[src/bt_arq_pkg.sv]
// ****************************************
// shared types for the BR baseband ARQ and
// flow-control block
// ****************************************
package bt_arq_pkg;

  typedef logic [2:0] lt_addr_t;

  // baseband packet type field of the header
  typedef enum logic [3:0] {
    PT_NULL = 4'h0,
    PT_POLL = 4'h1,
    PT_FHS  = 4'h2,
    PT_DM1  = 4'h3,
    PT_DH1  = 4'h4,
    PT_HV1  = 4'h5,
    PT_HV2  = 4'h6,
    PT_HV3  = 4'h7,
    PT_DV   = 4'h8,
    PT_AUX1 = 4'h9,
    PT_DM3  = 4'ha,
    PT_DH3  = 4'hb,
    PT_EV4  = 4'hc,
    PT_EV5  = 4'hd,
    PT_DM5  = 4'he,
    PT_DH5  = 4'hf
  } pkt_type_t;

  // one entry per logical transport
  typedef struct packed {
    logic seqn_old;
    logic arqn;
    logic tx_seqn;
    logic src_flow;
  } link_entry_t;

  // value after reset and after a new connection
  localparam link_entry_t NEW_CONN_ENTRY = '{
    seqn_old: 1'b0,
    arqn:     1'b0,
    tx_seqn:  1'b1,
    src_flow: 1'b1
  };

  typedef struct packed {
    lt_addr_t  lt_addr;
    pkt_type_t pktype;
    logic      seqn;
    logic      cac_ok;
    logic      hec_ok;
    logic      addressed;
  } rx_header_t;

  typedef enum logic [1:0] {RX_NONE, RX_ACCEPT, RX_IGNORE, RX_REJECT} rx_verdict_t;

  typedef struct packed {
    logic        valid;
    lt_addr_t    lt_addr;
    rx_verdict_t verdict;
    logic        arqn;
    logic        seqn_old;
  } rx_result_t;

  typedef enum logic [1:0] {TX_NONE, TX_NEW, TX_OLD, TX_ZERO} tx_choice_t;

  typedef struct packed {
    logic       valid;
    lt_addr_t   lt_addr;
    tx_choice_t choice;
    logic       seqn;
    logic       arqn;
    logic       src_flow;
  } tx_result_t;

  // one access to the link-state table
  typedef struct packed {
    lt_addr_t    addr;
    logic        we;
    link_entry_t wdata;
  } tbl_req_t;

  // ACL packets that carry a sequenced payload
  function automatic logic is_acl_data(input pkt_type_t pt);
    case (pt)
      PT_DM1, PT_DH1, PT_DV, PT_DM3, PT_DH3, PT_DM5, PT_DH5: return 1'b1;
      default: return 1'b0;
    endcase
  endfunction

  // packets that take no part in ACL sequencing
  function automatic logic is_no_payload_seq(input pkt_type_t pt);
    case (pt)
      PT_NULL, PT_POLL, PT_HV1, PT_HV2, PT_HV3, PT_AUX1: return 1'b1;
      default: return 1'b0;
    endcase
  endfunction

endpackage

[src/link_state_table.sv]
// ****************************************
// per-link ARQ state, one combinational
// read port and one clocked write port
// ****************************************
module link_state_table
  import bt_arq_pkg::*;
#(
  parameter int NUM_LINKS = 8
)
(
  input  logic        clk_6M,
  input  logic        rstz,
  input  tbl_req_t    tbl_req,
  output link_entry_t rd_entry
);

  link_entry_t entry [NUM_LINKS];
  logic        in_range;

  // addresses above the configured link count read as a fresh link
  assign in_range = 32'(tbl_req.addr) < NUM_LINKS;

  assign rd_entry = in_range ? entry[tbl_req.addr] : NEW_CONN_ENTRY;

  // every link starts out as a new connection
  always_ff @(posedge clk_6M or negedge rstz)
  begin
    if (!rstz)
    begin
      for (int i = 0; i < NUM_LINKS; i++)
      begin
        entry[i] <= NEW_CONN_ENTRY;
      end
    end
    else if (tbl_req.we && in_range)
    begin
      entry[tbl_req.addr] <= tbl_req.wdata;
    end
  end

endmodule

[config.mk]
export PLATFORM = sky130hd
export DESIGN_NAME = link_state_table
export DESIGN_NICKNAME = d
export VERILOG_FILES = /design/src/bt_arq_pkg.sv /design/src/link_state_table.sv
export SDC_FILE = /design/constraint.sdc
export NUM_CORES = 1
export LEC_CHECK = 0
export BUFFER_PORTS_ARGS = -buffer_cell sky130_fd_sc_hd__buf_2
export CAP_MARGIN = 40
export CORE_MARGIN = 2
export CORE_UTILIZATION = 62
export CTS_CLUSTER_DIAMETER = 100
export CTS_CLUSTER_SIZE = 10
export DETAILED_ROUTE_END_ITERATION = 8
export GPL_TIMING_DRIVEN = 1
export PLACE_DENSITY = 0.82
export SLEW_MARGIN = 30
export SYNTH_ARGS = -nofsm -noshare
export SYNTH_HDL_FRONTEND = slang
export SYNTH_SLANG_ARGS = --single-unit
[constraint.sdc]
create_clock -name clk_6M -period 2.67 [get_ports clk_6M]
set_clock_uncertainty 0.15 [all_clocks]
set_input_delay 0.1335 -clock clk_6M [delete_from_list [all_inputs] [get_ports clk_6M]]
set_output_delay 0.1335 -clock clk_6M [all_outputs]
set_load 0.005 [all_outputs]
After elaboration in Yosys (flattened, before gate mapping)
Index checks and enable logic that the tools add are counted.
{"block": "word_totals", "reg_bits": 32, "latch_bits": 0, "ram_bits": 0, "mem_bits_ro": 0, "inputBits": 10, "out_inout_bits": 4, "wordCells": 42, "n_memories": 0}
{"block": "classes", "n_addsub": 0, "n_mul": 0, "div": 0, "n_lt_le_gt_ge": 2, "n_eq_ne": 0, "n_shift": 0, "muxes": 6, "bitwise_logic": 1, "n_reduce_logical": 1}
{"op": "bitwise mux 32 bit", "count": 1}
{"op": "binary-select mux 4 bit (select 3 bit)", "count": 1}
{"op": "demux 4 bit (select 3 bit)", "count": 1}
{"op": "two-way mux 4 bit", "count": 3}
{"op": "greater-or-equal comparator 4 bit, second input constant", "count": 1}
{"op": "< comparator 4 x 1 -> 1 bit, second input constant", "count": 1}
{"op": "NOT 3 -> 4 bit", "count": 1}
{"op": "logical AND 1 bit", "count": 1}

Depth between registers and ports, before layout
{"block": "depth", "depth_word": 6, "depth_mapped": 5, "ltp_nobuf": 3}

Worst setup path before layout
Ideal clock, no wire load.
{"block": "synth_path", "path_kind": "register to output", "startpoint": "register entry[25] (netlist bit)", "endpoint": "output port rd_entry[1] (netlist bit)", "arrival_time_ns": 1.085, "path_slack_ns": 1.302, "path_stages_with_launch": 3, "n_path_buf": 0, "cell_sequence": "dfstp_2 mux4_1 mux2_2"}
{"item": "from (decl)", "line_no": "link_state_table.sv:17", "source": "link_entry_t entry [NUM_LINKS];"}
{"item": "from (signal, indexed assignment)", "line_no": "link_state_table.sv:37", "source": "entry[tbl_req.addr] <= tbl_req.wdata;"}
{"item": "to (decl)", "line_no": "link_state_table.sv:14", "source": "output link_entry_t rd_entry"}

==> run metrics <==
status=finished, final reports clean; setup bufs post-CTS=0; CP Data Required Time=~2.4 ns; overall power=0.00122 W; Yosys top cell area share=approximately a quarter; TritonCTS Sinks=32; Synth Register Bits=32; Die Width=approximately 55 µm; Ys Warns=0; max-slew violations=0; routed length per instance=around 19 µm; Finished Cell Area=between 1500 and 2000 µm²; net count after synthesis=around 120; max FFs per register=32; CP max FO=2; Commonest cells post-synth=33 x mux2_2, 16 x dfrtp_1, 16 x dfstp_2, 7 x mux2i_1; post-CTS sizing=0; mux cell area share after synthesis=roughly a third; initial antenna violation count=0; Async SR Flop Fraction=between 90% and 100%; syn_area_per_cell=~15 µm²; DR iter-0 viols=17; final setup TNS=0 ns; placed cell count=146; Initial Util=65.4%; Vias/cell=a little over 6; routability cong.=0.757; post-synthesis adder-cell area fraction=0%; GRT Overall Usage=approximately 24%; cell count after synthesis=between 100 and 150; R2R setup slack=about 1.7 ns; Clk Latency, worst-skew pair=roughly 0.33 ns; htree depth=2; largest net degree at the start of global routing=33; final worst-path cycle share=69.6%; Yosys top cell by area=dfstp_2; post-DP HPWL=about 2000 µm; Root Driver=clkbuf_4; crit path DAT=around 1.6 ns; Core Rows=18; I/O pin cnt=14; Reg2Reg Depth=1; largest family of logic cells by synthesized area=multiplexers; CTS buffer count=5; Critical Path End=rd_entry[1]; vias in the first global route=between 900 and 1000; number of buffer cells added on primary ports=13; final setup vio count=0; top post-synthesis cells by area=dfstp_2 26%, dfrtp_1 25%, mux2_2 23%; max-cap violation count=0; CP startpoint kind=flop; WS Path Type=reg -> out; Peak Freq=538 MHz; P_leak=approximately 0.75 nW; setup slack at placement=between 0.9 and 1 ns; Critical Path End Type=output port; Antenna Cells=0; compound-gate portion of the synthesized area=~4.6%; met3 WL=between 100 and 150 µm; Core Box Area=around 2500 µm²; antenna-violating nets left=0; Final Net Count=138; Post-Syn Area=1620 µm²; DP Area=between 1500 and 2000 µm²; Setup WS post-layout=~0.8 ns; min cycle time layout=approximately 1.9 ns; Top Metal Used=met4; Die Ht=between 50 and 60 µm; Netlist cell types=27; Critical Path Start=entry[17]; Post-synth EDFFs=0; CTS tree=done; Remaining DRCs=0; pwr dens=682 nW/µm²; cell with the most instances after synthesis=mux2_2; headroom to the max-slew limit=54.3%; Fin. Hold Viols=0; Hold Path Class=in -> async; worst-margin pin slew=0.685 ns; Die ar.=approximately 3000 µm²; Peak supply drop=0.555 mV; Total Routed Length=slightly above 3000 µm; Synth Area in Simple Gates=around a tenth; grt total ovfl=0; DR pass1 iterations=5; post-synthesis sequential area ratio=between 50% and 60%; maximum clock insertion buffer count=2; final std cells w/o fill=about 160; registers with the most flip-flops=entry: 32 flops; Synth Area in XOR/XNOR=0%; Post-synth top flop=dfstp_2; RSZ-0062 raised after global routing=false; M1 WL=approximately 1400 µm; via count=approximately 1000; share of cells above drive strength 1=between 50 and 60%; reg2reg end=entry[2]; Worst-path clk slew=0.10 ns; Most flops, register=entry; wire length on met2=roughly 1400 µm; Critical R2R Launch=entry[2]; Area Overhead vs Synth=10.5%; first-pass GRT wire length=4790 µm
==> placed cells by master, fill, tap and decap left out, types with 3 or more instances in the layout <==
| cell | count |
|---|---|
| mux2_2 | 33 |
| dfstp_2 | 16 |
| dfrtp_1 | 16 |
| buf_2 | 13 |
| mux2i_1 | 7 |
| clkbuf_4 | 5 |
| dlygate4sd3_1 | 5 |
| a21boi_0 | 3 |
==> layout make-up <==
type | count | area [µm²]
Clock buffer | 6 | 51.3
Clock inverter | 2 | 10.0
Fill cell | 164 | 688
Inverter | 1 | 3.75
Multi-Input combinational cell | 70 | 751
Sequential cell | 32 | 821
Tap cell | 30 | 37.5
Timing Repair Buffer | 18 | 115
==> per-stage QoR <==
stage          util [%]  hold WS (ns)
2_1_floorplan         -        -0.312
3_3_place_gp       67.7        0.0510
3_5_place_dp       67.7        0.0594
4_1_cts            72.2         0.199
5_1_grt            72.2         0.211
6_report           72.2         0.204
==> worst max-delay path, stage by stage, from the launching register on <==
cell and delay (ns):
dfstp_2 0.38, mux4_1 0.47, mux2_2 0.27, buf_2 0.12
==> timing repair <==
| action | in CTS | in global routing |
|---|---|---|
| setup endpoints to repair | 0 | 0 |
| hold buffers | 5 | 0 |
| hold endpoints to repair | 48 | 0 |
==> per-layer routing <==
layer | GRT usage [%] | vias up
met1 | 33.1 | 494
met5 | 0 | -
met4 | 12.6 | 0
met2 | 33.5 | 26
met3 | 8.06 | 10
li1 | - | 455
==> kinds of logic after synthesis <==
logic type | after synthesis
AOI/OAI and AO/OA | 10
DFF | 32
and+or+nand+nor | 17
muxes | 43
buffers and inverters | 7
==> where the power goes <==
group	total [W]	internal, W	switching [W]
registers	0.000683	0.000629	0.0000538
clock network	0.000289	0.000125	0.000164
logic	0.000248	0.000151	0.0000975
total	0.00122	0.000905	0.000315
==> worst min path at each step <==
stage	from	endpoint	slack (ns)
final	rstz	entry[10]	0.20
after global routing	tbl_req[4]	entry[15]	0.21
after CTS	tbl_req[4]	entry[3]	0.20
after detailed placement	rstz	entry[26]	0.06
after global placement	rstz	entry[18]	0.05
after floorplan	rstz	entry[10]	-0.31
No activity file was read; power rests on OpenSTA's default activity.
