File: config.mk
export PLATFORM = sky130hd
export DESIGN_NAME = rx_arq_ctrl
export DESIGN_NICKNAME = d
export VERILOG_FILES = /design/src/bt_arq_pkg.sv /design/src/rx_arq_ctrl.sv
export SDC_FILE = /design/constraint.sdc
export NUM_CORES = 1
export LEC_CHECK = 0
export BUFFER_PORTS_ARGS = -buffer_cell sky130_fd_sc_hd__buf_4
export CORE_ASPECT_RATIO = 1.2
export CORE_MARGIN = 4
export CORE_UTILIZATION = 36
export CTS_CLUSTER_DIAMETER = 60
export DETAILED_ROUTE_END_ITERATION = 10
export PLACE_DENSITY_LB_ADDON = 0.05
export SYNTH_ARGS = -nofsm -noshare
export SYNTH_HDL_FRONTEND = slang
export SYNTH_SLANG_ARGS = --single-unit
File: constraint.sdc
create_clock -name clk_6M -period 1.76 [get_ports clk_6M]
set_input_delay 0.176 -clock clk_6M [delete_from_list [all_inputs] [get_ports clk_6M]]
set_output_delay 0.176 -clock clk_6M [all_outputs]
set_load 0.02 [all_outputs]
File: src/bt_arq_pkg.sv
// ****************************************
// shared types for the BR baseband ARQ and
// flow-control block
// ****************************************
package bt_arq_pkg;

  typedef logic [2:0] lt_addr_t;

  // baseband packet type field of the header
  typedef enum logic [3:0] {
    PT_NULL = 4'h0,
    PT_POLL = 4'h1,
    PT_FHS  = 4'h2,
    PT_DM1  = 4'h3,
    PT_DH1  = 4'h4,
    PT_HV1  = 4'h5,
    PT_HV2  = 4'h6,
    PT_HV3  = 4'h7,
    PT_DV   = 4'h8,
    PT_AUX1 = 4'h9,
    PT_DM3  = 4'ha,
    PT_DH3  = 4'hb,
    PT_EV4  = 4'hc,
    PT_EV5  = 4'hd,
    PT_DM5  = 4'he,
    PT_DH5  = 4'hf
  } pkt_type_t;

  // one entry per logical transport
  typedef struct packed {
    logic seqn_old;
    logic arqn;
    logic tx_seqn;
    logic src_flow;
  } link_entry_t;

  // value after reset and after a new connection
  localparam link_entry_t NEW_CONN_ENTRY = '{
    seqn_old: 1'b0,
    arqn:     1'b0,
    tx_seqn:  1'b1,
    src_flow: 1'b1
  };

  typedef struct packed {
    lt_addr_t  lt_addr;
    pkt_type_t pktype;
    logic      seqn;
    logic      cac_ok;
    logic      hec_ok;
    logic      addressed;
  } rx_header_t;

  typedef enum logic [1:0] {RX_NONE, RX_ACCEPT, RX_IGNORE, RX_REJECT} rx_verdict_t;

  typedef struct packed {
    logic        valid;
    lt_addr_t    lt_addr;
    rx_verdict_t verdict;
    logic        arqn;
    logic        seqn_old;
  } rx_result_t;

  typedef enum logic [1:0] {TX_NONE, TX_NEW, TX_OLD, TX_ZERO} tx_choice_t;

  typedef struct packed {
    logic       valid;
    lt_addr_t   lt_addr;
    tx_choice_t choice;
    logic       seqn;
    logic       arqn;
    logic       src_flow;
  } tx_result_t;

  // one access to the link-state table
  typedef struct packed {
    lt_addr_t    addr;
    logic        we;
    link_entry_t wdata;
  } tbl_req_t;

  // ACL packets that carry a sequenced payload
  function automatic logic is_acl_data(input pkt_type_t pt);
    case (pt)
      PT_DM1, PT_DH1, PT_DV, PT_DM3, PT_DH3, PT_DM5, PT_DH5: return 1'b1;
      default: return 1'b0;
    endcase
  endfunction

  // packets that take no part in ACL sequencing
  function automatic logic is_no_payload_seq(input pkt_type_t pt);
    case (pt)
      PT_NULL, PT_POLL, PT_HV1, PT_HV2, PT_HV3, PT_AUX1: return 1'b1;
      default: return 1'b0;
    endcase
  endfunction

endpackage

File: src/rx_arq_ctrl.sv
// ****************************************
// receive ARQ: accept, ignore or reject per
// packet, ARQN update, slave response gate
// ****************************************
module rx_arq_ctrl
  import bt_arq_pkg::*;
(
  input  logic        clk_6M,
  input  logic        rstz,
  input  logic        hdr_p,
  input  rx_header_t  hdr,
  input  logic        py_end_p,
  input  logic        crc_ok,
  input  logic        mic_ok,
  input  logic        new_conn_p,
  input  lt_addr_t    new_conn_addr,
  input  logic        is_master,
  input  logic        rx_slot_end_p,
  output tbl_req_t    tbl_req,
  output logic        req,
  input  logic        gnt,
  input  link_entry_t rd_entry,
  output rx_result_t  rx_result,
  output logic        ms_acltxcmd_p
);

  typedef enum logic [1:0] {S_IDLE, S_PY_WAIT, S_CLR_WALK} rx_state_t;

  rx_state_t   state;
  lt_addr_t    walk_addr;
  lt_addr_t    py_addr;
  logic        py_seqn;
  logic        nc_pend;
  lt_addr_t    nc_addr;
  logic        slot_sup;

  logic        take_hdr;
  logic        take_py;
  logic        nc_go;
  logic        hdr_fail;
  logic        hdr_data;
  logic        hdr_noseq;
  logic        seqn_new;
  logic        sup_now;
  logic        go_py;
  logic        go_walk;
  logic        report;
  logic        acc_we;
  lt_addr_t    acc_addr;
  link_entry_t wentry;
  rx_verdict_t verdict;

  // a header during the payload wait replaces the pending payload
  assign take_hdr = hdr_p & ((state == S_IDLE) | ((state == S_PY_WAIT) & ~py_end_p));
  assign take_py  = py_end_p & (state == S_PY_WAIT);
  assign nc_go    = nc_pend & ~take_hdr & ~take_py & (state != S_CLR_WALK);

  assign hdr_fail  = ~hdr.cac_ok | ~hdr.hec_ok;
  assign hdr_data  = is_acl_data(hdr.pktype);
  assign hdr_noseq = is_no_payload_seq(hdr.pktype);
  assign seqn_new  = hdr.seqn != rd_entry.seqn_old;

  assign go_walk = take_hdr & hdr_fail & ~is_master;
  assign go_py   = take_hdr & ~hdr_fail & hdr.addressed & hdr_data & seqn_new;

  // slave must not answer after a failed or foreign header
  assign sup_now       = take_hdr & ~is_master & (hdr_fail | ~hdr.addressed);
  assign ms_acltxcmd_p = rx_slot_end_p & ~slot_sup & ~sup_now;

  // read-modify-write of one entry in the grant cycle
  always_comb
  begin
    req      = 1'b0;
    acc_addr = hdr.lt_addr;
    acc_we   = 1'b0;
    wentry   = rd_entry;
    verdict  = RX_NONE;
    report   = 1'b0;
    if (state == S_CLR_WALK)
    begin
      req      = 1'b1;
      acc_addr = walk_addr;
      acc_we   = 1'b1;
      wentry.arqn = 1'b0;
    end
    else if (take_py)
    begin
      req      = 1'b1;
      acc_addr = py_addr;
      acc_we   = 1'b1;
      report   = 1'b1;
      if (crc_ok & mic_ok)
      begin
        verdict         = RX_ACCEPT;
        wentry.arqn     = 1'b1;
        wentry.seqn_old = py_seqn;
      end
      else
      begin
        verdict     = RX_REJECT;
        wentry.arqn = 1'b0;
      end
    end
    else if (take_hdr)
    begin
      req = 1'b1;
      // new data payload waits for the payload end, nothing reported yet
      report = ~go_py;
      if (hdr_fail)
      begin
        acc_we      = 1'b1;
        wentry.arqn = 1'b0;
        verdict     = RX_REJECT;
      end
      else if (hdr.addressed & hdr_data & ~seqn_new)
      begin
        acc_we      = 1'b1;
        wentry.arqn = 1'b1;
        verdict     = RX_IGNORE;
      end
      else if (hdr.addressed & hdr_noseq & seqn_new)
      begin
        acc_we      = 1'b1;
        wentry.arqn = 1'b0;
        verdict     = RX_REJECT;
      end
    end
    else if (nc_go)
    begin
      req      = 1'b1;
      acc_addr = nc_addr;
      acc_we   = 1'b1;
      wentry   = NEW_CONN_ENTRY;
    end
  end

  assign tbl_req = '{addr: acc_addr, we: acc_we & gnt, wdata: wentry};

  always_ff @(posedge clk_6M or negedge rstz)
  begin
    if (!rstz)
    begin
      state     <= S_IDLE;
      walk_addr <= '0;
      nc_pend   <= 1'b0;
      slot_sup  <= 1'b0;
      rx_result <= '0;
    end
    else
    begin
      rx_result <= '{valid: report & gnt, lt_addr: acc_addr, verdict: verdict,
                     arqn: wentry.arqn, seqn_old: wentry.seqn_old};
      case (state)
        S_CLR_WALK:
        begin
          // eight writes, wraps back to link 0
          if (gnt)
          begin
            walk_addr <= walk_addr + 3'd1;
            if (walk_addr == 3'd7)
              state <= S_IDLE;
          end
        end
        default:
        begin
          if (gnt & go_walk)
          begin
            state     <= S_CLR_WALK;
            walk_addr <= '0;
          end
          else if (gnt & go_py)
            state <= S_PY_WAIT;
          else if (gnt & (take_py | take_hdr))
            state <= S_IDLE;
        end
      endcase
      if (new_conn_p)
        nc_pend <= 1'b1;
      else if (nc_go & gnt)
        nc_pend <= 1'b0;
      // held until the receive slot closes
      if (rx_slot_end_p)
        slot_sup <= 1'b0;
      else if (sup_now)
        slot_sup <= 1'b1;
    end
  end

  // header and connection fields kept for the later table write
  always_ff @(posedge clk_6M)
  begin
    if (go_py & gnt)
    begin
      py_addr <= hdr.lt_addr;
      py_seqn <= hdr.seqn;
    end
    if (new_conn_p)
      nc_addr <= new_conn_addr;
  end

endmodule

Word level (Yosys, flattened, before mapping)
Index checks and enable logic that the tools add are counted.
{"block": "totals", "ff_bits": 22, "latchBits": 0, "ram_bits": 0, "rom_bits": 0, "input_bits": 28, "out_inout_bits": 18, "mem_count": 0}
{"block": "op_classes", "add_sub_neg": 1, "multipliers": 0, "n_div": 0, "magnitude_cmp": 0, "eq_ne": 19, "n_shift": 0, "mux": 53, "bitwise_logic": 43, "reduce_logical": 10}
{"operator": "$mux 2", "n": 17}
{"operator": "$mux 1", "n": 28}
{"operator": "$and 1x1->1", "n": 27}
{"operator": "$eq 4x4->1 const B", "n": 6}
{"operator": "$mux 3", "n": 7}
{"operator": "$eq 4x3->1 const B", "n": 4}
{"operator": "$not 1->1", "n": 12}
{"operator": "$reduce_or 7->1", "n": 1}
{"operator": "$reduce_bool 2->1", "n": 3}
{"operator": "$reduce_or 6->1", "n": 1}
{"operator": "$eq 4x1->1 const B", "n": 1}
{"operator": "$eq 4x2->1 const B", "n": 1}
{"operator": "$logic_not 4->1", "n": 1}
{"operator": "$mux 4", "n": 1}
{"operator": "$ne 2x2->1 const B", "n": 2}
{"operator": "$or 1x1->1", "n": 4}
{"operator": "$reduce_bool 4->1", "n": 1}
{"operator": "$add 3x1->3 const B", "n": 1}
{"operator": "$eq 3x3->1 const B", "n": 1}
{"operator": "$reduce_and 3->1", "n": 1}
{"operator": "$eq 2x1->1 const B", "n": 1}
{"operator": "$eq 2x2->1 const B", "n": 1}
{"operator": "$logic_not 2->1", "n": 1}
{"operator": "$ne 2x1->1 const B", "n": 1}
{"operator": "2 further kinds", "n": 2}

Depth between registers and ports, before layout
{"block": "logic_depth", "word_depth": 13, "mapped_depth": 5, "mapped_depth_nobuf": 5}

Worst setup path after synthesis
OpenSTA, ideal clock, no wires.
{"block": "synth_timing", "kind": "reg2reg", "from": "register state[1]", "to": "register rx_result[1] (netlist bit)", "t_arrival_ns": 1.571, "path_slack_ns": -0.006, "path_stages_with_launch": 5, "n_path_buf": 0, "synth_period_minus_slack_ns": 1.766, "path_cell_list": "dfrtp_1 > nand3b_1 > nor2_1 > nand3_1 > a311oi_1"}
{"element": "start, declared", "line_no": "rx_arq_ctrl.sv:29", "source": "rx_state_t state;"}
{"element": "start signal, assigned", "line_no": "rx_arq_ctrl.sv:143", "source": "state <= S_IDLE;"}
{"element": "start signal, assigned", "line_no": "rx_arq_ctrl.sv:161", "source": "state <= S_IDLE;"}
{"element": "start signal, assigned", "line_no": "rx_arq_ctrl.sv:168", "source": "state <= S_CLR_WALK;"}
{"element": "end signal, assigned", "line_no": "rx_arq_ctrl.sv:151", "source": "rx_result <= '{valid: report & gnt, lt_addr: acc_addr, verdict: verdict,"}
{"element": "end, declared", "line_no": "rx_arq_ctrl.sv:23", "source": "output rx_result_t rx_result,"}

==> metrics <==
status finished with violations; failing checks negative setup slack; # Max-Cap Violations 0; critical path endpoint category primary output; fin util 59.3%; CTS sink count 22; Vias/cell 5.16; PortBufs 45; vias in the first global route 1116; Post-Synthesis Cells 112; # IOs 46; CP required 1.58 ns; GRT Overall Usage 15.8%; clock-pin slew on the worst setup and hold paths 0.14 ns; Yosys Warn Count 0; share of layout cells above drive strength 1 49.7%; Skew-Pair Late Insertion Delay 0.32 ns; CTS tree built; Total Power 2420 uW; Final period util 110%; Min Hold Slack 0.0314 ns; DR pass1 iterations 4; cts bufs inserted 3; CP Class flip-flop to primary output; Clock Path Buffers 2; Vias 1089; Worst-Margin Slew 0.522 ns; clock skew 0.0122 ns; final estimated routing congestion in global placement 0.774; Mapped Avg Cell Area 10.2 um^2; first-pass GRT wire length 5060 um; RSZ-0062 raised after global routing yes; Ant. Diodes 0; Critical Path Source Type flip-flop; sequential fraction of the synthesis area 51.4%; number of H-tree levels 1; Area Overhead vs Synth 59.1%; Starting Density 37.3%; fillcell total 272; Nets 206; CP max FO 5; num rows 22; largest net degree at the start of global routing 16; Detail Route Antenna Nets 0; initial antenna violation count 0; Pleak 0.000850 uW; Unique masters post-synth 38; area leader, netlist dfrtp_1; Final Hold Fails 0; DR DRC count 0; top post-synthesis cells by area dfrtp_1, edfxtp_1, nand2_1, a21oi_1, nor2_1; area share of the leading cell type in the synthesized netlist 33.0%; fin worst setup slack -0.169 ns; Pwr Density 1340 mW/mm^2; CTS root buffer clkbuf_4; VDD IR max 0.653 mV; Max-slew headroom 65.1%; core box area 0.00306 mm^2; final worst path period need 1.93 ns; Die Ht 69.6 um; final wirelength 3110 um; crit path DAT 1.75 ns; DIE AREA 0.00413 mm^2; Detailed Route Iter0 Violations 36; Die Span X 59.3 um; syn nets 142; GR Overflow Total 0; cell area after synthesis 0.00114 mm^2; Synth Register Bits 22; # setup viols final 9; detailed placement HPWL 2290 um; DR WL/cell 14.7 um; Pins Over Slew Limit 0; Peak Freq 0.518 GHz; Hold Path Class input port to flip-flop
[metrics by stage]
| step | area, um^2 | instances | setup WS [ns] | TNS (ns) |
|---|---|---|---|---|
| finish | 1810 | 211 | -0.169 | -1.10 |
| global route | 1810 | 211 | -0.268 | -1.86 |
| CTS | 1750 | 208 | -0.145 | -0.795 |
| detailed placement | 1550 | 195 | 0.0433 | 0 |
| global placement | 1550 | 195 | 0.138 | 0 |
| floorplan | 1140 | 112 | 0.175 | 0 |
[state kept, by name (all words and copies together), names as in the netlist]
name       flops
state          2
py_seqn        1
walk_addr      3
nc_addr        3
rx_result      8
nc_pend        1
slot_sup       1
py_addr        3
[Yosys cell counts (all sizes together)]
cell type and number:
a21o 2, a211oi 1, a311oi 2, clkbuf 1
nor3b 1, nand2b 5, a221oi 1, nand3 5
nor3 2, nand3b 1, o31a 1, and2 2
o32ai 2, nand2 16, a21oi 7, or3 1
nor4 1, or2 2, nor2 9, dfrtp 15
ha 2, and2b 1, and3 1, nor2b 3
a31oi 1, xor2 1, a32o 2, a22oi 2
buf 1, o21ai 9, edfxtp 7, mux2i 2
inv 3
[per-layer routing]
layer  track usage, %  share of wire (%)  vias to the layer above
met2             27.5                 54                       31
li1                 -                  -                      537
met1             18.4                 39                      517
met3             2.98                6.0                        4
met5                0                  0                        -
met4             5.79                1.3                        0
[placed cells by master, fill, tap and decap left out, types with 3 or more instances in the layout]
cell and instances:
nand2b_1 3, o21ai_0 4, a21oi_1 6, buf_6 9, buf_4 49, inv_1 3
nand2_1 13, clkbuf_4 3, dfrtp_1 13, nand3_1 4, nand2_2 3, o21ai_1 4
nor2_1 9, edfxtp_1 7
[where the power goes]
group	internal (uW)	switching, uW	total (uW)
Sequential	651	85.3	737
Clock	230	168	398
Combinational	639	648	1290
[worst max-delay path: stages, from the launching register on]
cell,delay (ns)
dfrtp_2,0.48
nand2_2,0.10
nand3b_1,0.13
nor3_1,0.14
o21ai_1,0.10
a311oi_2,0.29
buf_4,0.19
[path summary, 6_finish.rpt]
check | slack (ns) | to | depth (start not counted) | start
min reg2reg | 0.49 | rx_result[0] | 2 | py_seqn
max in group asynchronous | 1.34 | state[0] | 2 | rstz
max reg2reg | 0.11 | py_seqn | 6 | state[0]
max | -0.17 | tbl_req[2] | 6 | state[0]
min in group asynchronous | 0.23 | slot_sup | 2 | rstz
min | 0.03 | nc_addr[0] | 1 | new_conn_addr[0]
[area by class of cell]
type / instances / area [um^2] / share of cell area, %
timing repair buffer: 61 / 494 / 27.3
multi-input combinational: 85 / 621 / 34.3
inverter: 3 / 11.3 / 0.622
tap: 36 / 45.0 / 2.49
clock buffer: 3 / 22.5 / 1.24
sequential: 22 / 588 / 32.5
clock inverter: 1 / 30.0 / 1.66
[what timing repair did]
item	CTS	global route
hold endpoints to repair	16	0
setup endpoints to repair	10	16
gates resized for setup	20	9
buffers inserted	7	3
hold buffers	2	0
pin swaps	6	7
[logic make-up (layout without fill, tap and decap cells)]
| kind of cell | count (synthesis) | in the layout | synth area share, % |
|---|---|---|---|
| AND/OR/NAND/NOR | 50 | 50 | 23.8 |
| AO/OA/AOI/OAI | 30 | 30 | 18.2 |
| flip-flops | 22 | 22 | 51.4 |
| buffers and inverters | 5 | 68 | 1.76 |
| adder cells (fa/ha/maj) | 2 | 2 | 2.20 |
| multiplexers | 2 | 2 | 1.76 |
| XOR/XNOR | 1 | 1 | 0.769 |
Note: power is estimated with default switching activity, not from simulation.
