==> config.mk <==
export PLATFORM = sky130hd
export DESIGN_NAME = tx_arq_ctrl
export DESIGN_NICKNAME = d
export VERILOG_FILES = /design/src/bt_arq_pkg.sv /design/src/tx_arq_ctrl.sv
export SDC_FILE = /design/constraint.sdc
export NUM_CORES = 1
export LEC_CHECK = 0
export BUFFER_PORTS_ARGS = -buffer_cell sky130_fd_sc_hd__buf_2
export CAP_MARGIN = 20
export CELL_PAD_IN_SITES_DETAIL_PLACEMENT = 0
export CELL_PAD_IN_SITES_GLOBAL_PLACEMENT = 1
export CORE_AREA = 2 2 49 55
export DETAILED_ROUTE_END_ITERATION = 8
export DIE_AREA = 0 0 51 57
export PLACE_DENSITY = 0.79
export SYNTH_ARGS = -nofsm -noshare
export SYNTH_HDL_FRONTEND = slang
export SYNTH_SLANG_ARGS = --single-unit
==> constraint.sdc <==
create_clock -name clk_6M -period 3.5 [get_ports clk_6M]
set_input_delay 0.35 -clock clk_6M [delete_from_list [all_inputs] [get_ports clk_6M]]
set_output_delay 0.35 -clock clk_6M [all_outputs]
set_load 0.05 [all_outputs]
==> src/bt_arq_pkg.sv <==
// ****************************************
// shared types for the BR baseband ARQ and
// flow-control block
// ****************************************
package bt_arq_pkg;

  typedef logic [2:0] lt_addr_t;

  // baseband packet type field of the header
  typedef enum logic [3:0] {
    PT_NULL = 4'h0,
    PT_POLL = 4'h1,
    PT_FHS  = 4'h2,
    PT_DM1  = 4'h3,
    PT_DH1  = 4'h4,
    PT_HV1  = 4'h5,
    PT_HV2  = 4'h6,
    PT_HV3  = 4'h7,
    PT_DV   = 4'h8,
    PT_AUX1 = 4'h9,
    PT_DM3  = 4'ha,
    PT_DH3  = 4'hb,
    PT_EV4  = 4'hc,
    PT_EV5  = 4'hd,
    PT_DM5  = 4'he,
    PT_DH5  = 4'hf
  } pkt_type_t;

  // one entry per logical transport
  typedef struct packed {
    logic seqn_old;
    logic arqn;
    logic tx_seqn;
    logic src_flow;
  } link_entry_t;

  // value after reset and after a new connection
  localparam link_entry_t NEW_CONN_ENTRY = '{
    seqn_old: 1'b0,
    arqn:     1'b0,
    tx_seqn:  1'b1,
    src_flow: 1'b1
  };

  typedef struct packed {
    lt_addr_t  lt_addr;
    pkt_type_t pktype;
    logic      seqn;
    logic      cac_ok;
    logic      hec_ok;
    logic      addressed;
  } rx_header_t;

  typedef enum logic [1:0] {RX_NONE, RX_ACCEPT, RX_IGNORE, RX_REJECT} rx_verdict_t;

  typedef struct packed {
    logic        valid;
    lt_addr_t    lt_addr;
    rx_verdict_t verdict;
    logic        arqn;
    logic        seqn_old;
  } rx_result_t;

  typedef enum logic [1:0] {TX_NONE, TX_NEW, TX_OLD, TX_ZERO} tx_choice_t;

  typedef struct packed {
    logic       valid;
    lt_addr_t   lt_addr;
    tx_choice_t choice;
    logic       seqn;
    logic       arqn;
    logic       src_flow;
  } tx_result_t;

  // one access to the link-state table
  typedef struct packed {
    lt_addr_t    addr;
    logic        we;
    link_entry_t wdata;
  } tbl_req_t;

  // ACL packets that carry a sequenced payload
  function automatic logic is_acl_data(input pkt_type_t pt);
    case (pt)
      PT_DM1, PT_DH1, PT_DV, PT_DM3, PT_DH3, PT_DM5, PT_DH5: return 1'b1;
      default: return 1'b0;
    endcase
  endfunction

  // packets that take no part in ACL sequencing
  function automatic logic is_no_payload_seq(input pkt_type_t pt);
    case (pt)
      PT_NULL, PT_POLL, PT_HV1, PT_HV2, PT_HV3, PT_AUX1: return 1'b1;
      default: return 1'b0;
    endcase
  endfunction

endpackage

==> src/tx_arq_ctrl.sv <==
// ****************************************
// transmit ARQ: new or old payload, SEQN
// toggle and source flow bit per link
// ****************************************
module tx_arq_ctrl
  import bt_arq_pkg::*;
(
  input  logic        clk_6M,
  input  logic        rstz,
  input  logic        tx_slot_p,
  input  lt_addr_t    tx_lt_addr,
  input  pkt_type_t   tx_pktype,
  input  logic [7:0]  rx_arqn_vec,
  input  logic [7:0]  rx_flow_vec,
  output tbl_req_t    tbl_req,
  output logic        req,
  input  logic        gnt,
  input  link_entry_t rd_entry,
  output tx_result_t  tx_result
);

  logic        pend;
  lt_addr_t    s_addr;
  pkt_type_t   s_pktype;
  logic        s_arqn;
  logic        s_flow;

  logic        s_data;
  tx_choice_t  choice;
  link_entry_t wentry;

  assign s_data = is_acl_data(s_pktype);

  // data goes out fresh only on ACK with the peer's flow on;
  // TX_ZERO needs a flush request and is never chosen
  assign choice = (~s_data | (s_arqn & s_flow)) ? TX_NEW : TX_OLD;

  always_comb
  begin
    wentry = rd_entry;
    if (s_data && (choice == TX_NEW))
      wentry.tx_seqn = ~rd_entry.tx_seqn;
    // flow is only meaningful on ACL data
    wentry.src_flow = s_flow | ~s_data;
  end

  assign req     = pend;
  assign tbl_req = '{addr: s_addr, we: pend & gnt, wdata: wentry};

  always_ff @(posedge clk_6M or negedge rstz)
  begin
    if (!rstz)
    begin
      pend      <= 1'b0;
      tx_result <= '0;
    end
    else
    begin
      // header SEQN is the value before the toggle
      tx_result <= '{valid: pend & gnt, lt_addr: s_addr, choice: choice,
                     seqn: rd_entry.tx_seqn, arqn: rd_entry.arqn,
                     src_flow: wentry.src_flow};
      if (pend & gnt)
        pend <= 1'b0;
      else if (tx_slot_p)
        pend <= 1'b1;
    end
  end

  // slot inputs frozen while waiting for the port
  always_ff @(posedge clk_6M)
  begin
    if (tx_slot_p & ~pend)
    begin
      s_addr   <= tx_lt_addr;
      s_pktype <= tx_pktype;
      s_arqn   <= rx_arqn_vec[tx_lt_addr];
      s_flow   <= rx_flow_vec[tx_lt_addr];
    end
  end

endmodule

After elaboration in Yosys (flattened, before gate mapping)
Cells that the tools add are included.
Widths: inputs -> output; s select.
{ "classes": {"n_lt_le_gt_ge": 1, "n_eq_ne": 8, "n_mux": 9, "n_bitwise": 8, "reduce_logical": 3} }
{ "ops": {"columns": ["op", "n"], "rows": [
  ["$eq 4x4->1 const B", 5],
  ["$reduce_or 7->1", 1],
  ["$bmux 1 s3", 2],
  ["$mux 1", 6],
  ["$eq 4x2->1 const B", 1],
  ["$eq 4x3->1 const B", 1],
  ["$lt 3x4->1 const B", 1],
  ["$and 1x1->1", 3],
  ["$not 1->1", 3],
  ["$eq 2x1->1 const B", 1],
  ["$mux 2", 1],
  ["$or 1x1->1", 2],
  ["$reduce_bool 2->1", 1],
  ["$logic_and 1x1->1", 1]
]} }
{ "word_totals": {"register_bits": 19, "in_bits": 31, "output_inout_bits": 18} }

Logic depth before layout (Yosys ltp)
Gate-level depths: netlist (run 1).
{ "depth": {"depth_word": 9, "depth_mapped": 4} }

Least setup slack after synthesis (run 1)
No wires, ideal clock.
{ "synth_timing": {"path_kind": "register to output", "start": "reg s_pktype[2]", "end": "out tbl_req[1] in the netlist's numbering", "arrival_ps": 1661, "setup_slack_ps": 1489, "stages_incl_launch_ff": 5, "path_buffers": 0, "cell_sequence": "edfxtp_1 > nor2b_1 > o32ai_1 > nor2_1 > xor2_1"} }
{ "synth_rtl": {"columns": ["item", "line_no", "source"], "rows": [
  ["start: declaration", "tx_arq_ctrl.sv:24", "pkt_type_t s_pktype;"],
  ["start signal: assignment", "tx_arq_ctrl.sv:76", "s_pktype <= tx_pktype;"],
  ["end: declaration", "tx_arq_ctrl.sv:15", "output tbl_req_t tbl_req,"]
]} }

==> results of run 1 <==
-- layout make-up --
| type | count | area share [%] |
|---|---|---|
| repair buffers | 46 | 22.9 |
| inverters | 1 | 0.365 |
| well taps | 31 | 3.78 |
| multi-input cells | 19 | 19.7 |
| clock buffers | 4 | 2.56 |
| flip-flops and latches | 19 | 50.7 |
-- through the flow --
step / instance area (um^2) / utilization (%)
6_report: 1030 / 42.8
5_1_grt: 1030 / 42.8
4_1_cts: 1030 / 42.8
3_5_place_dp: 991 / 41.3
3_3_place_gp: 991 / 41.3
2_1_floorplan: 742 / -
-- power by group through the flow --
stage	sequential (W)	clock, W	combinational [W]
after global routing	0.000262	0.000118	0.000126
after global placement	0.000264	0	0.000118
after CTS	0.000260	0.000106	0.000121
after floorplan	0.000308	0	0.0000418
after detailed placement	0.000265	0	0.000120
final	0.000260	0.0000993	0.000119
-- registers in the layout (all words and copies together), names as in the netlist --
register / cells
s_arqn: 1
s_flow: 1
s_pktype: 4
tx_result: 9
s_addr: 3
req: 1
-- logic make-up (layout without fill, tap and decap cells) --
family	count (synthesis)	count (layout)	share of synthesized area [%]
flops	19	19	70.2
simple gates	10	10	7.08
mux	6	6	17.2
buf+inv	3	51	2.53
compound gates	2	2	1.85
xor+xnor	1	1	1.18
-- timing repair --
item	CTS	global route
resized for setup	0	0
endpoints found under the hold margin	10	0
buffers inserted	0	0
hold buffers	1	0
-- cell usage after synthesis --
library cell	count
dfrtp_1	10
mux2_2	2
buf_4	2
or2_2	1
edfxtp_1	9
nand2b_1	1
mux4_1	4
nor2_1	3
a21oi_1	1
nand2_1	1
and2_1	1
nor2b_1	3
inv_1	1
xor2_1	1
o32ai_1	1
-- cell usage in the layout, fill, tap and decap left out --
master         instances
nor2_1                 3
edfxtp_1               9
clkbuf_4               3
mux2_2                 2
nand2_1                1
and2_1                 1
buf_2                 45
inv_1                  1
clkbuf_1               1
xor2_1                 1
or2_2                  1
dfrtp_1               10
nor2b_1                3
nand2b_1               1
o32ai_1                1
a21oi_1                1
dlygate4sd3_1          1
mux4_1                 4
-- layer usage --
layer  part of all wire, %  global-route usage [%]
met5                     0                       0
met4                     0                    3.86
met1                    36                    8.49
met2                    53                    15.6
met3                    11                    2.36
-- how the worst min path moves through the flow --
stage,slack [ps],endpoint,depth (start not counted),start
finish,190,tx_result[1],1,rd_entry[2]
global route,160,tx_result[1],1,rd_entry[2]
CTS,180,tx_result[1],1,rd_entry[2]
detailed placement,210,tx_result[7],1,rstz
global placement,210,tx_result[2],1,rstz
floorplan,50,req,0,rstz
==> flow_metrics.tcl, run 1 <==
set metrics [dict create \
    cp-end-kind "output port" \
    crit_slowest_cell "edfxtp_1" \
    die_area_mm2 0.00291 \
    cp.required_ps 3150 \
    fin_ws_ps 1450 \
    synth_area_per_cell_um2 18.1 \
    max-cap-violations 0 \
    path_cells "nor2b_1 -> o32ai_1 -> nor2_1 -> xor2_1 -> buf_2" \
    drive_gt1_share_pct 57.3 \
    clkPwrFrac_pct 20.8 \
    cts_buffers 3 \
    ys_top_cells_by_area "edfxtp_1, dfrtp_1, mux4_1, mux2_2, nor2b_1" \
    path_buf_inv 1 \
    crit_fanout 3 \
    slowest_delay_ps 400 \
    grt_max_degree 11 \
    rr_worst_depth 1 \
    avgRoutedWirePerCell_um 10.2 \
    cts_tree "done" \
    finalSetupViolations 0 \
    start_kind "flip-flop" \
    synth_top_area_share_pct 36.4 \
    swShare_pct 30.0 \
    outcome "completed" \
    ys_seq_elements 19 \
    fp-row-count 19 \
    antenna_cells 0 \
    crit_end "tbl_req[1]" \
    die_w_um 51 \
    rsz0062_at_grt "false" \
    fill_cells 229 \
    dpl.cell_count 115 \
    totalWireLength_um 1220 \
    drc 0 \
    netlist.top_cell.by_area "edfxtp_1" \
    r2r-end "s_addr[2]" \
    total_power_w 0.000478 \
    drt_iter0_markers 6 \
    grt_overflow 0 \
    drv_slew 0 \
    cellLeakagePower_nw 0.482 \
    critPathTopFamily "flip-flops" \
    min_period_ps 2050 \
    portBuffers 45 \
    synth-seq-area-share_pct 70.2 \
    r2r_slack_ps 2140 \
    timing.hold.ws_ps 189 \
    arrival_ps 1700 \
    antenna_found_initial 0 \
    num-nets-final 121 \
    worstMarginPinSlew_ps 740 \
    clkSinkCount 19 \
    groute.usage.overall_pct 8.39 \
    worstSetupPathType "flip-flop to output port" \
    maxSlewHeadroom_pct 50.6 \
    cts-root-buf "clkbuf_4" \
    dr_total_vias 518 \
    seqPwrFrac_pct 54.3 \
    gp_congestion 0.614 \
    layout.cells.non_filler 120 \
    reg2reg_from "req" \
    clk_latency_ps 280 \
    core_mm2 0.00240 \
    yosysWarnings 0 \
    mappedNetlistArea_um2 742 \
    synthDistinctLibCells 15 \
    hold_viol_final 0 \
    syn_inst 41 \
    period_share_pct 58.5 \
    intPower_w 0.000335 \
    clock.fmax_mhz 489 \
    io_pins 49 \
    grt_first_pass_wirelength_um 1820 \
    place_ws_ps 1750 \
    start_util_pct 30.9 \
    clock_skew_ps 7.05 \
    first_pass_iters 3 \
    path_depth 5 \
    clkTransAtPathRegs_ps 90 \
    ant_nets 0 \
    max-vdd-ir-drop_mv 0.210 \
    startpoint "s_pktype[2]" \
    combPwrFrac_pct 24.9 \
    regArea_um2 520 \
    fp.dieH_um 57 \
    power_density_mw_per_mm2 465 \
    detail_route.vias_per_cell 4.32 \
    syn_nets 72 \
    multi_input_area_um2 203 \
    hold_path_class "input port to flip-flop" \
    p_switching_w 0.000143 \
    grt_pass1_vias 479 \
    clockBufferDepth 2 \
    htreeDepth 1 \
    setup_tns_ps 0 \
    area_growth_pct 38.4 \
]
No activity file was read; power rests on OpenSTA's default activity.
==> run 2: changes to the inputs <==
- ABC_AREA: default -> 1
- CORE_AREA: 2 2 49 55 -> 2 2 57 65
- DIE_AREA: 0 0 51 57 -> 0 0 59 67
- PLACE_DENSITY: 0.79 -> 0.69
- clock period: 3.5 -> 1.7 ns (I/O delays scaled with it)
==> run 2 against run 1 <==
Against the previous run:
- the flow now finishes with violations (design-rule violations)
- power rose by 110%
- clock power grew 120%
- cell count grew 42%
- first-iteration DRC count grew to 2.5 times the previous value
- worst hold slack worse by 130 ps
==> flow_metrics.tcl, run 2 <==
set metrics [dict create \
    portBuffers 45 \
    cp-end-kind "output port" \
    path_cells "nand2_1 -> o21ai_1 -> nand2_1 -> nand2_1 -> or2_1 -> buf_6" \
    crit_end "tbl_req[0]" \
    arrival_ps 1410 \
    clk_latency_ps 290 \
    antenna_found_initial 0 \
    min_period_ps 1580 \
    finalSetupViolations 0 \
    clockBufferDepth 2 \
    power_density_mw_per_mm2 900 \
    slowest_delay_ps 420 \
    num-nets-final 166 \
    netlist.top_cell.by_area "edfxtp_1" \
    totalWireLength_um 1530 \
    drc 1 \
    grt_max_degree 12 \
    syn_inst 84 \
    synth_edf_count 9 \
    io_pins 49 \
    fp.dieH_um 67 \
    synth_area_per_cell_um2 9.80 \
    synthDistinctLibCells 14 \
    grt_first_pass_wirelength_um 2640 \
    drt_iter0_markers 15 \
    synth_ff_type "dfrtp_1" \
    yosys.area_share.simple_pct 19.5 \
    grt_overflow 0 \
    fp-row-count 22 \
    gp_congestion 0.660 \
    start_kind "flip-flop" \
    clkSinkCount 19 \
    ant_nets 0 \
    outcome "finished, violations left" \
    cts-root-buf "clkbuf_4" \
    mappedNetlistArea_um2 823 \
    clock.fmax_mhz 633 \
    cellLeakagePower_nw 0.603 \
    async_flop_share_pct 52.6 \
    hold_viol_final 0 \
    max-cap-violations 0 \
    die_w_um 59 \
    max-vdd-ir-drop_mv 0.190 \
    die_area_mm2 0.00395 \
    synth_compound_area_share_pct 8.21 \
    dr_total_vias 702 \
    drv_slew 0 \
    cts_buffers 3 \
    groute.usage.overall_pct 8.64 \
    synth_top_area_share_pct 32.8 \
    synth-seq-area-share_pct 63.2 \
    rr_worst_depth 5 \
    clkTransAtPathRegs_ps 100 \
    layout.cells.non_filler 170 \
    worstSetupPathType "flip-flop to output port" \
    hold_path_class "input port to flip-flop" \
    antenna_cells 0 \
    detail_route.vias_per_cell 4.13 \
    yosysWarnings 0 \
    largest_register_ffs 9 \
    r2r_slack_ps 620 \
    worstMarginPinSlew_ps 253 \
    reg2reg_from "s_pktype[2]" \
    total_power_w 0.00103 \
    period_share_pct 92.9 \
    crit_fanout 3 \
    largest_register "tx_result" \
    clock_skew_ps 7.01 \
    maxSlewHeadroom_pct 83.2 \
    synth_commonest_cells "nand2_1, dfrtp_1, inv_1, edfxtp_1, nor2_1" \
    syn_nets 115 \
    cp.required_ps 1530 \
    dp_hpwl_um 1330 \
    path_common_cell "nand2_1" \
    violations "design-rule violations" \
    avgRoutedWirePerCell_um 8.99 \
    core_mm2 0.00325 \
    ys_seq_elements 19 \
    grt_pass1_vias 687 \
    cts_tree "done" \
    drive_gt1_share_pct 41.0 \
    crit_slowest_cell "edfxtp_1" \
    final_cell_mix "buf_2, nand2_1, inv_1, dfrtp_1, edfxtp_1" \
    area_growth_pct 38.6 \
    htreeDepth 1 \
    dpl.cell_count 163 \
    utilization_pct 35.1 \
    ys_top_cells_by_area "edfxtp_1, dfrtp_1, nand2_1, inv_1, o21ai_2" \
    postCtsSetupBuffers 0 \
    reg.largest.list "tx_result (9), s_pktype (4), s_addr (3)" \
    r2r-end "tx_result[0]" \
    synth_top_family_by_area "simple AND/OR/NAND/NOR gates" \
    rsz0062_at_grt "true" \
    first_pass_iters 6 \
    synthMuxAreaShare_pct 0 \
    layout_commonest_cell "buf_2" \
    synth_xor_area_share_pct 0 \
    synth.most_common_cell "nand2_1" \
    synth_fa_ha_area_share_pct 0 \
    start_util_pct 25.3 \
    startpoint "s_pktype[2]" \
]
run 2: changes by cell type in the layout (fill, tap and decap cells not counted), moves of 2 or more:
cell | previous run | this run
nor2b_1 | 3 | 0
dlygate4sd3_1 | 1 | 3
nor2_1 | 3 | 6
o21ai_0 | 0 | 4
mux2_2 | 2 | 0
nand2_1 | 1 | 32
inv_1 | 1 | 10
o21ai_2 | 0 | 4
buf_2 | 45 | 43
mux4_1 | 4 | 0
buf_4 | 0 | 2
run 2: power by group:
part / switching, W / total (W) / internal [W]
combinational: 0.000195 / 0.000277 / 0.0000820
sequential: 0.0000134 / 0.000535 / 0.000522
clock: 0.000128 / 0.000215 / 0.0000874
total: 0.000336 / 0.00103 / 0.000691
run 2: worst min path at each step:
stage                            start            to  slack, ps  cells past startpoint
after global routing      tx_pktype[3]   s_pktype[3]         30                      1
final                     tx_pktype[1]   s_pktype[1]         50                      1
after global placement            rstz  tx_result[7]         30                      1
after floorplan                   rstz           req       -130                      0
after CTS                 tx_pktype[2]   s_pktype[2]         40                      1
after detailed placement          rstz  tx_result[8]         40                      1
run 2: metrics by stage:
stage               hold slack (ps)  worst slack [ps]  setup TNS, ps  area, um^2
floorplan                      -126               257              0         823
global placement               31.0               414              0        1070
detailed placement             41.0               388              0        1070
CTS                            37.7              26.9              0        1130
global route                   26.6             -19.0          -19.0        1140
finish                         54.6               121              0        1140
run 2: what timing repair did:
action	in CTS	in global routing
hold buffers	3	0
setup endpoints to repair	0	2
endpoints found under the hold margin	12	0
resized for setup	0	6
run 2: logic make-up after synthesis:
family,Yosys count
buffers and inverters,14
AO/OA/AOI/OAI,10
AND/OR/NAND/NOR,41
flip-flops,19
run 2: critical path, delay by kind of cell (launching register included):
kind / cells / cell delay (ps)
AND/OR/NAND/NOR: 4 / 490
buffers and inverters: 1 / 160
AO/OA/AOI/OAI: 1 / 60
flip-flops: 1 / 420
run 2: area by class of cell:
| type | count | area [um^2] |
|---|---|---|
| Fill cell | 359 | 2110 |
| Sequential cell | 19 | 520 |
| Timing Repair Buffer | 49 | 272 |
| Multi-Input combinational cell | 51 | 228 |
| Inverter | 11 | 48.8 |
| Tap cell | 36 | 45.0 |
| Clock buffer | 3 | 22.5 |
| Clock inverter | 1 | 5.00 |
run 2: layer usage:
| metal | vias up | wire, um | track usage (%) |
|---|---|---|---|
| met5 | - | 0 | 0 |
| met1 | 304 | 588 | 8.96 |
| met2 | 35 | 779 | 15.7 |
| met4 | 0 | 0 | 4.26 |
| li1 | 363 | - | - |
| met3 | 0 | 160 | 2.33 |
